<file path="config.mk">
export PLATFORM = sky130hd
export DESIGN_NAME = ps2_display_top
export DESIGN_NICKNAME = d
export VERILOG_FILES = /design/src/design/ps2_kbd_pkg.sv /design/src/design/ps2_rx_if.sv /design/src/design/seg7_digit.sv /design/src/design/scancode_rom.sv /design/src/design/ps2_receiver.sv /design/src/design/scancode_tracker.sv /design/src/design/ps2_display_top.sv
export SDC_FILE = /design/constraint.sdc
export NUM_CORES = 1
export LEC_CHECK = 0
export BUFFER_PORTS_ARGS = -buffer_cell sky130_fd_sc_hd__buf_2
export CAP_MARGIN = 20
export CORE_UTILIZATION = 30
export CTS_CLUSTER_SIZE = 24
export DETAILED_ROUTE_END_ITERATION = 10
export PLACE_DENSITY = 0.55
export SETUP_SLACK_MARGIN = 0.15
export SYNTH_ARGS = -nofsm -noshare
export SYNTH_HDL_FRONTEND = slang
export SYNTH_HIERARCHICAL = 1
export SYNTH_SLANG_ARGS = --single-unit
</file>
<file path="constraint.sdc">
create_clock -name clk -period 4.3 [get_ports clk]
set_input_delay 0.645 -clock clk [delete_from_list [all_inputs] [get_ports clk]]
set_output_delay 0.645 -clock clk [all_outputs]
set_load 0.1 [all_outputs]
</file>
<file path="src/design/ps2_kbd_pkg.sv">
`default_nettype none

package ps2_kbd_pkg;

    typedef logic [7:0] scancode_t;
    typedef logic [6:0] ascii_t;
    typedef logic [3:0] nibble_t;

    // Active low, bit 0 is segment a, bit 7 the decimal point.
    typedef logic [7:0] seg_t;

    localparam seg_t SEG_GLYPHS [0:15] = '{
        8'hC0, 8'hF9, 8'hA4, 8'hB0,
        8'h99, 8'h92, 8'h82, 8'hF8,
        8'h80, 8'h90, 8'h88, 8'h83,
        8'hC6, 8'hA1, 8'h86, 8'h8E
    };

    localparam seg_t SEG_BLANK = 8'hFF;

    localparam scancode_t BREAK_CODE = 8'hF0;
    localparam scancode_t EXT_CODE   = 8'hE0;

    localparam int DIGIT_COUNT = 4;

    typedef enum logic [2:0] {
        IDLE,
        FETCH,
        DECODE,
        WAIT_BREAK,
        RELEASE
    } track_state_t;

endpackage

`default_nettype wire

</file>
<file path="src/design/ps2_rx_if.sv">
`timescale 1ns/1ps
`default_nettype none

interface ps2_rx_if;
    import ps2_kbd_pkg::*;

    scancode_t data;
    logic      ready;
    logic      overflow;
    logic      next_n;

    modport source (
        output data,
        output ready,
        output overflow,
        input  next_n
    );

    modport sink (
        input  data,
        input  ready,
        input  overflow,
        output next_n
    );

endinterface

`default_nettype wire

</file>
<file path="src/design/seg7_digit.sv">
`timescale 1ns/1ps
`default_nettype none

module seg7_digit (
    input  ps2_kbd_pkg::nibble_t value,
    input  logic                 blank,
    output ps2_kbd_pkg::seg_t    seg
);
    import ps2_kbd_pkg::*;

    always_comb
    begin
        if (blank)
        begin
            seg = SEG_BLANK;
        end
        else
        begin
            seg = SEG_GLYPHS[value];
        end
    end

endmodule

`default_nettype wire

</file>
<file path="src/design/scancode_rom.sv">
`timescale 1ns/1ps
`default_nettype none

module scancode_rom (
    input  logic                   clk,
    input  ps2_kbd_pkg::scancode_t code,
    output ps2_kbd_pkg::ascii_t    ascii
);
    import ps2_kbd_pkg::*;

    always_ff @(posedge clk)
    begin
        case (code)
            // Letters, lower case.
            8'h1C: ascii <= 7'h61;
            8'h32: ascii <= 7'h62;
            8'h21: ascii <= 7'h63;
            8'h23: ascii <= 7'h64;
            8'h24: ascii <= 7'h65;
            8'h2B: ascii <= 7'h66;
            8'h34: ascii <= 7'h67;
            8'h33: ascii <= 7'h68;
            8'h43: ascii <= 7'h69;
            8'h3B: ascii <= 7'h6A;
            8'h42: ascii <= 7'h6B;
            8'h4B: ascii <= 7'h6C;
            8'h3A: ascii <= 7'h6D;
            8'h31: ascii <= 7'h6E;
            8'h44: ascii <= 7'h6F;
            8'h4D: ascii <= 7'h70;
            8'h15: ascii <= 7'h71;
            8'h2D: ascii <= 7'h72;
            8'h1B: ascii <= 7'h73;
            8'h2C: ascii <= 7'h74;
            8'h3C: ascii <= 7'h75;
            8'h2A: ascii <= 7'h76;
            8'h1D: ascii <= 7'h77;
            8'h22: ascii <= 7'h78;
            8'h35: ascii <= 7'h79;
            8'h1A: ascii <= 7'h7A;
            // Top-row digits.
            8'h45: ascii <= 7'h30;
            8'h16: ascii <= 7'h31;
            8'h1E: ascii <= 7'h32;
            8'h26: ascii <= 7'h33;
            8'h25: ascii <= 7'h34;
            8'h2E: ascii <= 7'h35;
            8'h36: ascii <= 7'h36;
            8'h3D: ascii <= 7'h37;
            8'h3E: ascii <= 7'h38;
            8'h46: ascii <= 7'h39;
            default: ascii <= '0;
        endcase
    end

endmodule

`default_nettype wire

</file>
<file path="src/design/ps2_receiver.sv">
`timescale 1ns/1ps
`default_nettype none

module ps2_receiver #(
    parameter int FIFO_DEPTH = 8
) (
    input  logic          clk,
    input  logic          rst,
    input  logic          ps2_clk,
    input  logic          ps2_dat,
    ps2_rx_if.source      rx
);
    import ps2_kbd_pkg::*;

    localparam int PTR_W = $clog2(FIFO_DEPTH);

    logic             clk_meta;
    logic             clk_sync;
    logic             clk_prev;
    logic             dat_meta;
    logic             dat_sync;
    logic             fall;

    logic [3:0]       bit_cnt;
    logic [9:0]       frame_q;
    logic             frame_ok;
    logic             wr_pend;
    scancode_t        wr_byte;

    scancode_t        fifo_mem [FIFO_DEPTH];
    logic [PTR_W:0]   w_ptr;
    logic [PTR_W:0]   r_ptr;
    logic             empty;
    logic             full;
    logic             pop;
    logic             push;
    logic             overflow_q;

    // Both lines idle high.
    always_ff @(posedge clk)
    begin
        if (!rst)
        begin
            clk_meta <= 1'b1;
            clk_sync <= 1'b1;
            clk_prev <= 1'b1;
            dat_meta <= 1'b1;
            dat_sync <= 1'b1;
        end
        else
        begin
            clk_meta <= ps2_clk;
            clk_sync <= clk_meta;
            clk_prev <= clk_sync;
            dat_meta <= ps2_dat;
            dat_sync <= dat_meta;
        end
    end

    assign fall = clk_prev & ~clk_sync;

    // Start bit at bit 0, data in 8:1, parity at bit 9; stop bit is the live sample.
    assign frame_ok = (frame_q[0] == 1'b0) && (^frame_q[9:1]) && dat_sync;

    always_ff @(posedge clk)
    begin
        if (!rst)
        begin
            bit_cnt <= 4'd0;
            wr_pend <= 1'b0;
        end
        else
        begin
            wr_pend <= 1'b0;
            if (fall)
            begin
                if (bit_cnt == 4'd10)
                begin
                    bit_cnt <= 4'd0;
                    wr_pend <= frame_ok;
                end
                else
                begin
                    bit_cnt <= bit_cnt + 4'd1;
                end
            end
        end
    end

    always_ff @(posedge clk)
    begin
        if (fall)
        begin
            if (bit_cnt == 4'd10)
            begin
                wr_byte <= frame_q[8:1];
            end
            else
            begin
                frame_q <= {dat_sync, frame_q[9:1]};
            end
        end
    end

    assign empty = (w_ptr == r_ptr);
    assign full  = (w_ptr[PTR_W] != r_ptr[PTR_W]) &&
                   (w_ptr[PTR_W-1:0] == r_ptr[PTR_W-1:0]);
    assign pop   = !rx.next_n && !empty;
    // A pop in the same cycle frees the slot for the incoming byte.
    assign push  = wr_pend && (!full || pop);

    always_ff @(posedge clk)
    begin
        if (!rst)
        begin
            w_ptr      <= '0;
            r_ptr      <= '0;
            overflow_q <= 1'b0;
        end
        else
        begin
            if (pop)
            begin
                r_ptr      <= r_ptr + 1'b1;
                overflow_q <= 1'b0;
            end
            if (push)
            begin
                w_ptr <= w_ptr + 1'b1;
            end
            else if (wr_pend)
            begin
                overflow_q <= 1'b1;
            end
        end
    end

    always_ff @(posedge clk)
    begin
        if (push)
        begin
            fifo_mem[w_ptr[PTR_W-1:0]] <= wr_byte;
        end
    end

    assign rx.data     = fifo_mem[r_ptr[PTR_W-1:0]];
    assign rx.ready    = !empty;
    assign rx.overflow = overflow_q;

endmodule

`default_nettype wire

</file>
<file path="src/design/scancode_tracker.sv">
`timescale 1ns/1ps
`default_nettype none

module scancode_tracker (
    input  logic                   clk,
    input  logic                   rst,
    ps2_rx_if.sink                 rx,
    output ps2_kbd_pkg::scancode_t key_code,
    output logic                   blank
);
    import ps2_kbd_pkg::*;

    track_state_t state;
    scancode_t    byte_q;
    logic         next_n_q;

    always_ff @(posedge clk)
    begin
        if (!rst)
        begin
            state    <= IDLE;
            next_n_q <= 1'b1;
            key_code <= '0;
            blank    <= 1'b1;
        end
        else
        begin
            next_n_q <= 1'b1;
            case (state)
                IDLE:
                begin
                    if (rx.ready && !rx.overflow)
                    begin
                        state <= FETCH;
                    end
                end
                FETCH:
                begin
                    // The pop pulse lands in the next state.
                    next_n_q <= 1'b0;
                    if (rx.data == BREAK_CODE)
                    begin
                        state <= WAIT_BREAK;
                    end
                    else
                    begin
                        state <= DECODE;
                    end
                end
                DECODE:
                begin
                    if (byte_q != EXT_CODE)
                    begin
                        key_code <= byte_q;
                        blank    <= 1'b0;
                    end
                    state <= IDLE;
                end
                WAIT_BREAK:
                begin
                    // First cycle pops F0, so the FIFO outputs are stale until then.
                    if (next_n_q && rx.ready && !rx.overflow)
                    begin
                        next_n_q <= 1'b0;
                        state    <= RELEASE;
                    end
                end
                RELEASE:
                begin
                    blank <= 1'b1;
                    state <= IDLE;
                end
                default:
                begin
                    state <= IDLE;
                end
            endcase
        end
    end

    always_ff @(posedge clk)
    begin
        if (state == FETCH)
        begin
            byte_q <= rx.data;
        end
    end

    assign rx.next_n = next_n_q;

endmodule

`default_nettype wire

</file>
<file path="src/design/ps2_display_top.sv">
`timescale 1ns/1ps
`default_nettype none

module ps2_display_top #(
    parameter int FIFO_DEPTH = 8
) (
    input  logic              clk,
    input  logic              rst,
    input  logic              ps2_clk,
    input  logic              ps2_dat,
    output ps2_kbd_pkg::seg_t seg1,
    output ps2_kbd_pkg::seg_t seg2,
    output ps2_kbd_pkg::seg_t seg3,
    output ps2_kbd_pkg::seg_t seg4
);
    import ps2_kbd_pkg::*;

    scancode_t key_code;
    logic      blank;
    ascii_t    ascii;
    ascii_t    ascii_ones;
    ascii_t    ascii_tens;

    nibble_t   digit_val   [DIGIT_COUNT];
    logic      digit_blank [DIGIT_COUNT];
    seg_t      digit_seg   [DIGIT_COUNT];

    ps2_rx_if rx_if ();

    ps2_receiver #(
        .FIFO_DEPTH (FIFO_DEPTH)
    ) receiver_i (
        .clk     (clk),
        .rst     (rst),
        .ps2_clk (ps2_clk),
        .ps2_dat (ps2_dat),
        .rx      (rx_if.source)
    );

    scancode_tracker tracker_i (
        .clk      (clk),
        .rst      (rst),
        .rx       (rx_if.sink),
        .key_code (key_code),
        .blank    (blank)
    );

    scancode_rom rom_i (
        .clk   (clk),
        .code  (key_code),
        .ascii (ascii)
    );

    // Tens reach 12 for 'x' to 'z' and show as a hex glyph.
    assign ascii_ones = ascii % ascii_t'(10);
    assign ascii_tens = ascii / ascii_t'(10);

    assign digit_val[0]   = key_code[3:0];
    assign digit_val[1]   = key_code[7:4];
    assign digit_val[2]   = ascii_ones[3:0];
    assign digit_val[3]   = ascii_tens[3:0];

    assign digit_blank[0] = blank;
    assign digit_blank[1] = blank;
    assign digit_blank[2] = 1'b0;
    assign digit_blank[3] = 1'b0;

    for (genvar i = 0; i < DIGIT_COUNT; i++)
    begin : g_digit
        seg7_digit digit_i (
            .value (digit_val[i]),
            .blank (digit_blank[i]),
            .seg   (digit_seg[i])
        );
    end

    assign seg1 = digit_seg[0];
    assign seg2 = digit_seg[1];
    assign seg3 = digit_seg[2];
    assign seg4 = digit_seg[3];

endmodule

`default_nettype wire

</file>
==> out/metrics.yaml <==
critical_path:
  r2r-end: "receiver_i/fifo_mem[6][5]"
  ff2ff_setup_slack_ns: 1.82
  required_ns: 3.65
  arrival_ns: 3.39
  worstReg2RegStart: "receiver_i/w_ptr[1]"
  worstSetupPathType: "reg2out"
  endpoint_kind: "primary output"
  start_kind: "flop"
  r2r_cells: 3
  crit_path_max_fanout: 7
global_routing:
  grt_max_degree: 37
  antenna_found_initial: 0
  grt_pass1_wl_mm: 25.3
  grt_overflow: 0
  grt_pass1_vias: 5041
  track_usage: 0.122
layout:
  layout.nets: 726
  area_growth_pct: 16.3
  regArea_mm2: 0.00356
  insertedDiodeCount: 0
  fin_area_mm2: 0.00878
  drive_above_1_share: 0.221
  fin_cells: 1021
  multi_input_area_mm2: 0.00379
  fillers: 2398
logic_synthesis:
  syn_inst: 644
  synthAdderAreaFrac: 0.0630
  synthArstFlopShare: 0
  synthXorXnorAreaFrac: 0.0214
  syn_area_mm2: 0.00755
  synth_top_family_by_area: "simple AND/OR/NAND/NOR gates"
  synth_compound_area_frac: 0.132
  synth_edf_count: 90
  synth-simple-area-share: 0.151
  ys_ff_latch: 132
  synth_cell_types: 87
  ys.flop_type: "edfxtp_1"
  yosys-mux-area-fraction: 0.112
  synth-warning-count: 6
  syn_avg_cell_area_um2: 11.7
  synth.yosys.seq_area_share: 0.469
routing:
  drt_wl_total_mm: 15.0
  detail-route-antenna-nets: 0
  wl_per_cell_um: 14.7
  drtIter0Drc: 287
  vias: 5038
  drtPass1Iterations: 5
  drc: 0
  viasPerCell: 4.93
clock_tree:
  cts_tree: "done"
  clock_path_buffers: 2
  cts-root-buf: "clkbuf_16"
  htreeDepth: 4
  cts_buffers: 17
  worstSkewPairLatency_ns: 0.41
  cts.sinks: 132
  cts_hold_buf: 0
  cts.clk_slew.worst_paths_ns: 0.06
hold_path:
  hp-class: "reg2reg"
  whs_path_depth: 1
  hold_start: "receiver_i/dat_meta"
  min_to: "receiver_i/dat_sync"
sta:
  worst_slew_pin_slew_ns: 1.01
  hold_violations: 0
  skew_ns: 0.0117
  setup_viol: 0
  tns_ns: 0
  post-route-period-util: 0.937
  worst_slack_ns: 0.269
  fmax_mhz: 248
  max_slew_margin: 0.323
  post-route-min-period_ns: 4.03
  maxSlewViolCount: 0
  rsz0062_at_grt: "true"
floorplanning:
  core_mm2: 0.0245
  dieArea_mm2: 0.0258
  initial_utilization: 0.308
  die_h_um: 161
  rows: 57
  ios: 36
  fp.dieW_um: 161
flow_run:
  drv_cap: 0
placement:
  detailedPlace.worstSlack_ns: 0.289
  dpl-instance-area_mm2: 0.00810
  gp_congestion: 0.817
  dp_hpwl_mm: 10.2
  portBuffers: 31
  dp_cells: 984
power:
  vdd_drop_max_mv: 0.265
  p_leak_nw: 3.01
  power.total_w: 0.00284
  power_density_mw_per_mm2: 324
run_status:
  outcome: "complete, no violations"
==> sequential cells by signal, summed over array words and instances, names as in the netlist, named ones only <==
signal and flops:
receiver_i/bit_cnt 4, receiver_i/clk_meta 1, receiver_i/clk_prev 1, receiver_i/clk_sync 1, receiver_i/dat_meta 1, receiver_i/dat_sync 1, receiver_i/fifo_mem 64, receiver_i/frame_q 10
receiver_i/r_ptr 4, receiver_i/rx.overflow 1, receiver_i/w_ptr 4, receiver_i/wr_byte 8, receiver_i/wr_pend 1, rom_i/ascii 7, tracker_i/blank 1, tracker_i/byte_q 8
tracker_i/key_code 8, tracker_i/rx.next_n 1, tracker_i/state 3
==> layout make-up <==
type	instances	area share
tap	324	0.0462
inverter	28	0.0120
clock inverter	10	0.0110
sequential	132	0.405
timing repair buffer	49	0.0382
clock buffer	22	0.0553
multi-input combinational	456	0.432
==> worst max-delay path by stage <==
stage / depth (start not counted) / from / endpoint / slack [ns]
floorplan: 12 / rom_i/ascii[5] / seg4[3] / 0.06
detailed placement: 12 / rom_i/ascii[5] / seg3[1] / 0.29
global route: 12 / rom_i/ascii[5] / seg3[5] / 0.14
global placement: 12 / rom_i/ascii[5] / seg3[1] / 0.35
CTS: 12 / rom_i/ascii[6] / seg3[1] / 0.15
finish: 12 / rom_i/ascii[5] / seg3[5] / 0.27
==> cell usage after synthesis (all sizes together) (8+ instances only) <==
cell | n | area (um^2)
edfxtp | 90 | 2700
dfxtp | 42 | 841
nand2 | 40 | 160
ha | 38 | 475
nand2b | 32 | 208
inv | 28 | 105
mux2i | 28 | 280
nor2 | 28 | 105
buf | 27 | 213
o21ai | 21 | 116
a21oi | 20 | 100
mux4 | 17 | 383
nor2b | 17 | 106
mux2 | 16 | 180
clkbuf | 14 | 52.6
nor3 | 13 | 65.1
nand3 | 12 | 60.1
a32oi | 10 | 87.6
a211o | 9 | 78.8
a221o | 8 | 80.1
o211ai | 8 | 70.1
xnor2 | 8 | 70.1
==> layer usage <==
| layer | part of all wire | track usage | vias to the layer above |
|---|---|---|---|
| met1 | 0.43 | 0.144 | 2422 |
| met5 | 0 | 0 | - |
| li1 | - | - | 2493 |
| met3 | 0.034 | 0.0258 | 15 |
| met4 | 0.010 | 0.0433 | 0 |
| met2 | 0.53 | 0.218 | 108 |
==> kinds of logic after synthesis <==
kind of cell | after synthesis
AO/OA/AOI/OAI | 127
adder cells (fa/ha/maj) | 38
buffers and inverters | 69
other | 5
flip-flops | 132
AND/OR/NAND/NOR | 196
XOR/XNOR | 16
multiplexers | 61
==> through the flow <==
| stage | hold slack, ns | util |
|---|---|---|
| 2_1_floorplan | 0.386 | - |
| 3_3_place_gp | 0.395 | 0.330 |
| 3_5_place_dp | 0.395 | 0.330 |
| 4_1_cts | 0.398 | 0.355 |
| 5_1_grt | 0.406 | 0.358 |
| 6_report | 0.408 | 0.358 |
==> where the power goes <==
group          internal (W)  switching [W]
clock              0.000864       0.000526
sequential          0.00135     0.00000405
combinational     0.0000229      0.0000807
total               0.00223       0.000611
==> placed cells by master, fill, tap and decap left out, drive strengths merged, types with 21 or more instances in the layout <==
cell,instances
buf,48
clkbuf,23
dfxtp,42
edfxtp,90
ha,38
inv,32
mux2i,28
nand2,40
nand2b,32
nor2,28
o21ai,21
==> critical path, cell delays in order, from the launching register on <==
cell and delay (ns):
dfxtp_4 0.36, or3b_1 0.39, a31o_1 0.22, o211ai_2 0.09, inv_2 0.08, ha_4 0.18, or3_4 0.37, o211ai_4 0.10
inv_2 0.09, ha_1 0.21, mux2_1 0.31, a211o_1 0.29, buf_2 0.29
==> repair_timing <==
item                       in CTS  in global routing
pin swaps                       1                  2
buffers inserted                0                  3
gates resized for setup        14                  6
cloned                          0                  0
setup endpoints to repair       6                  5
No activity file was read; power rests on OpenSTA's default activity.
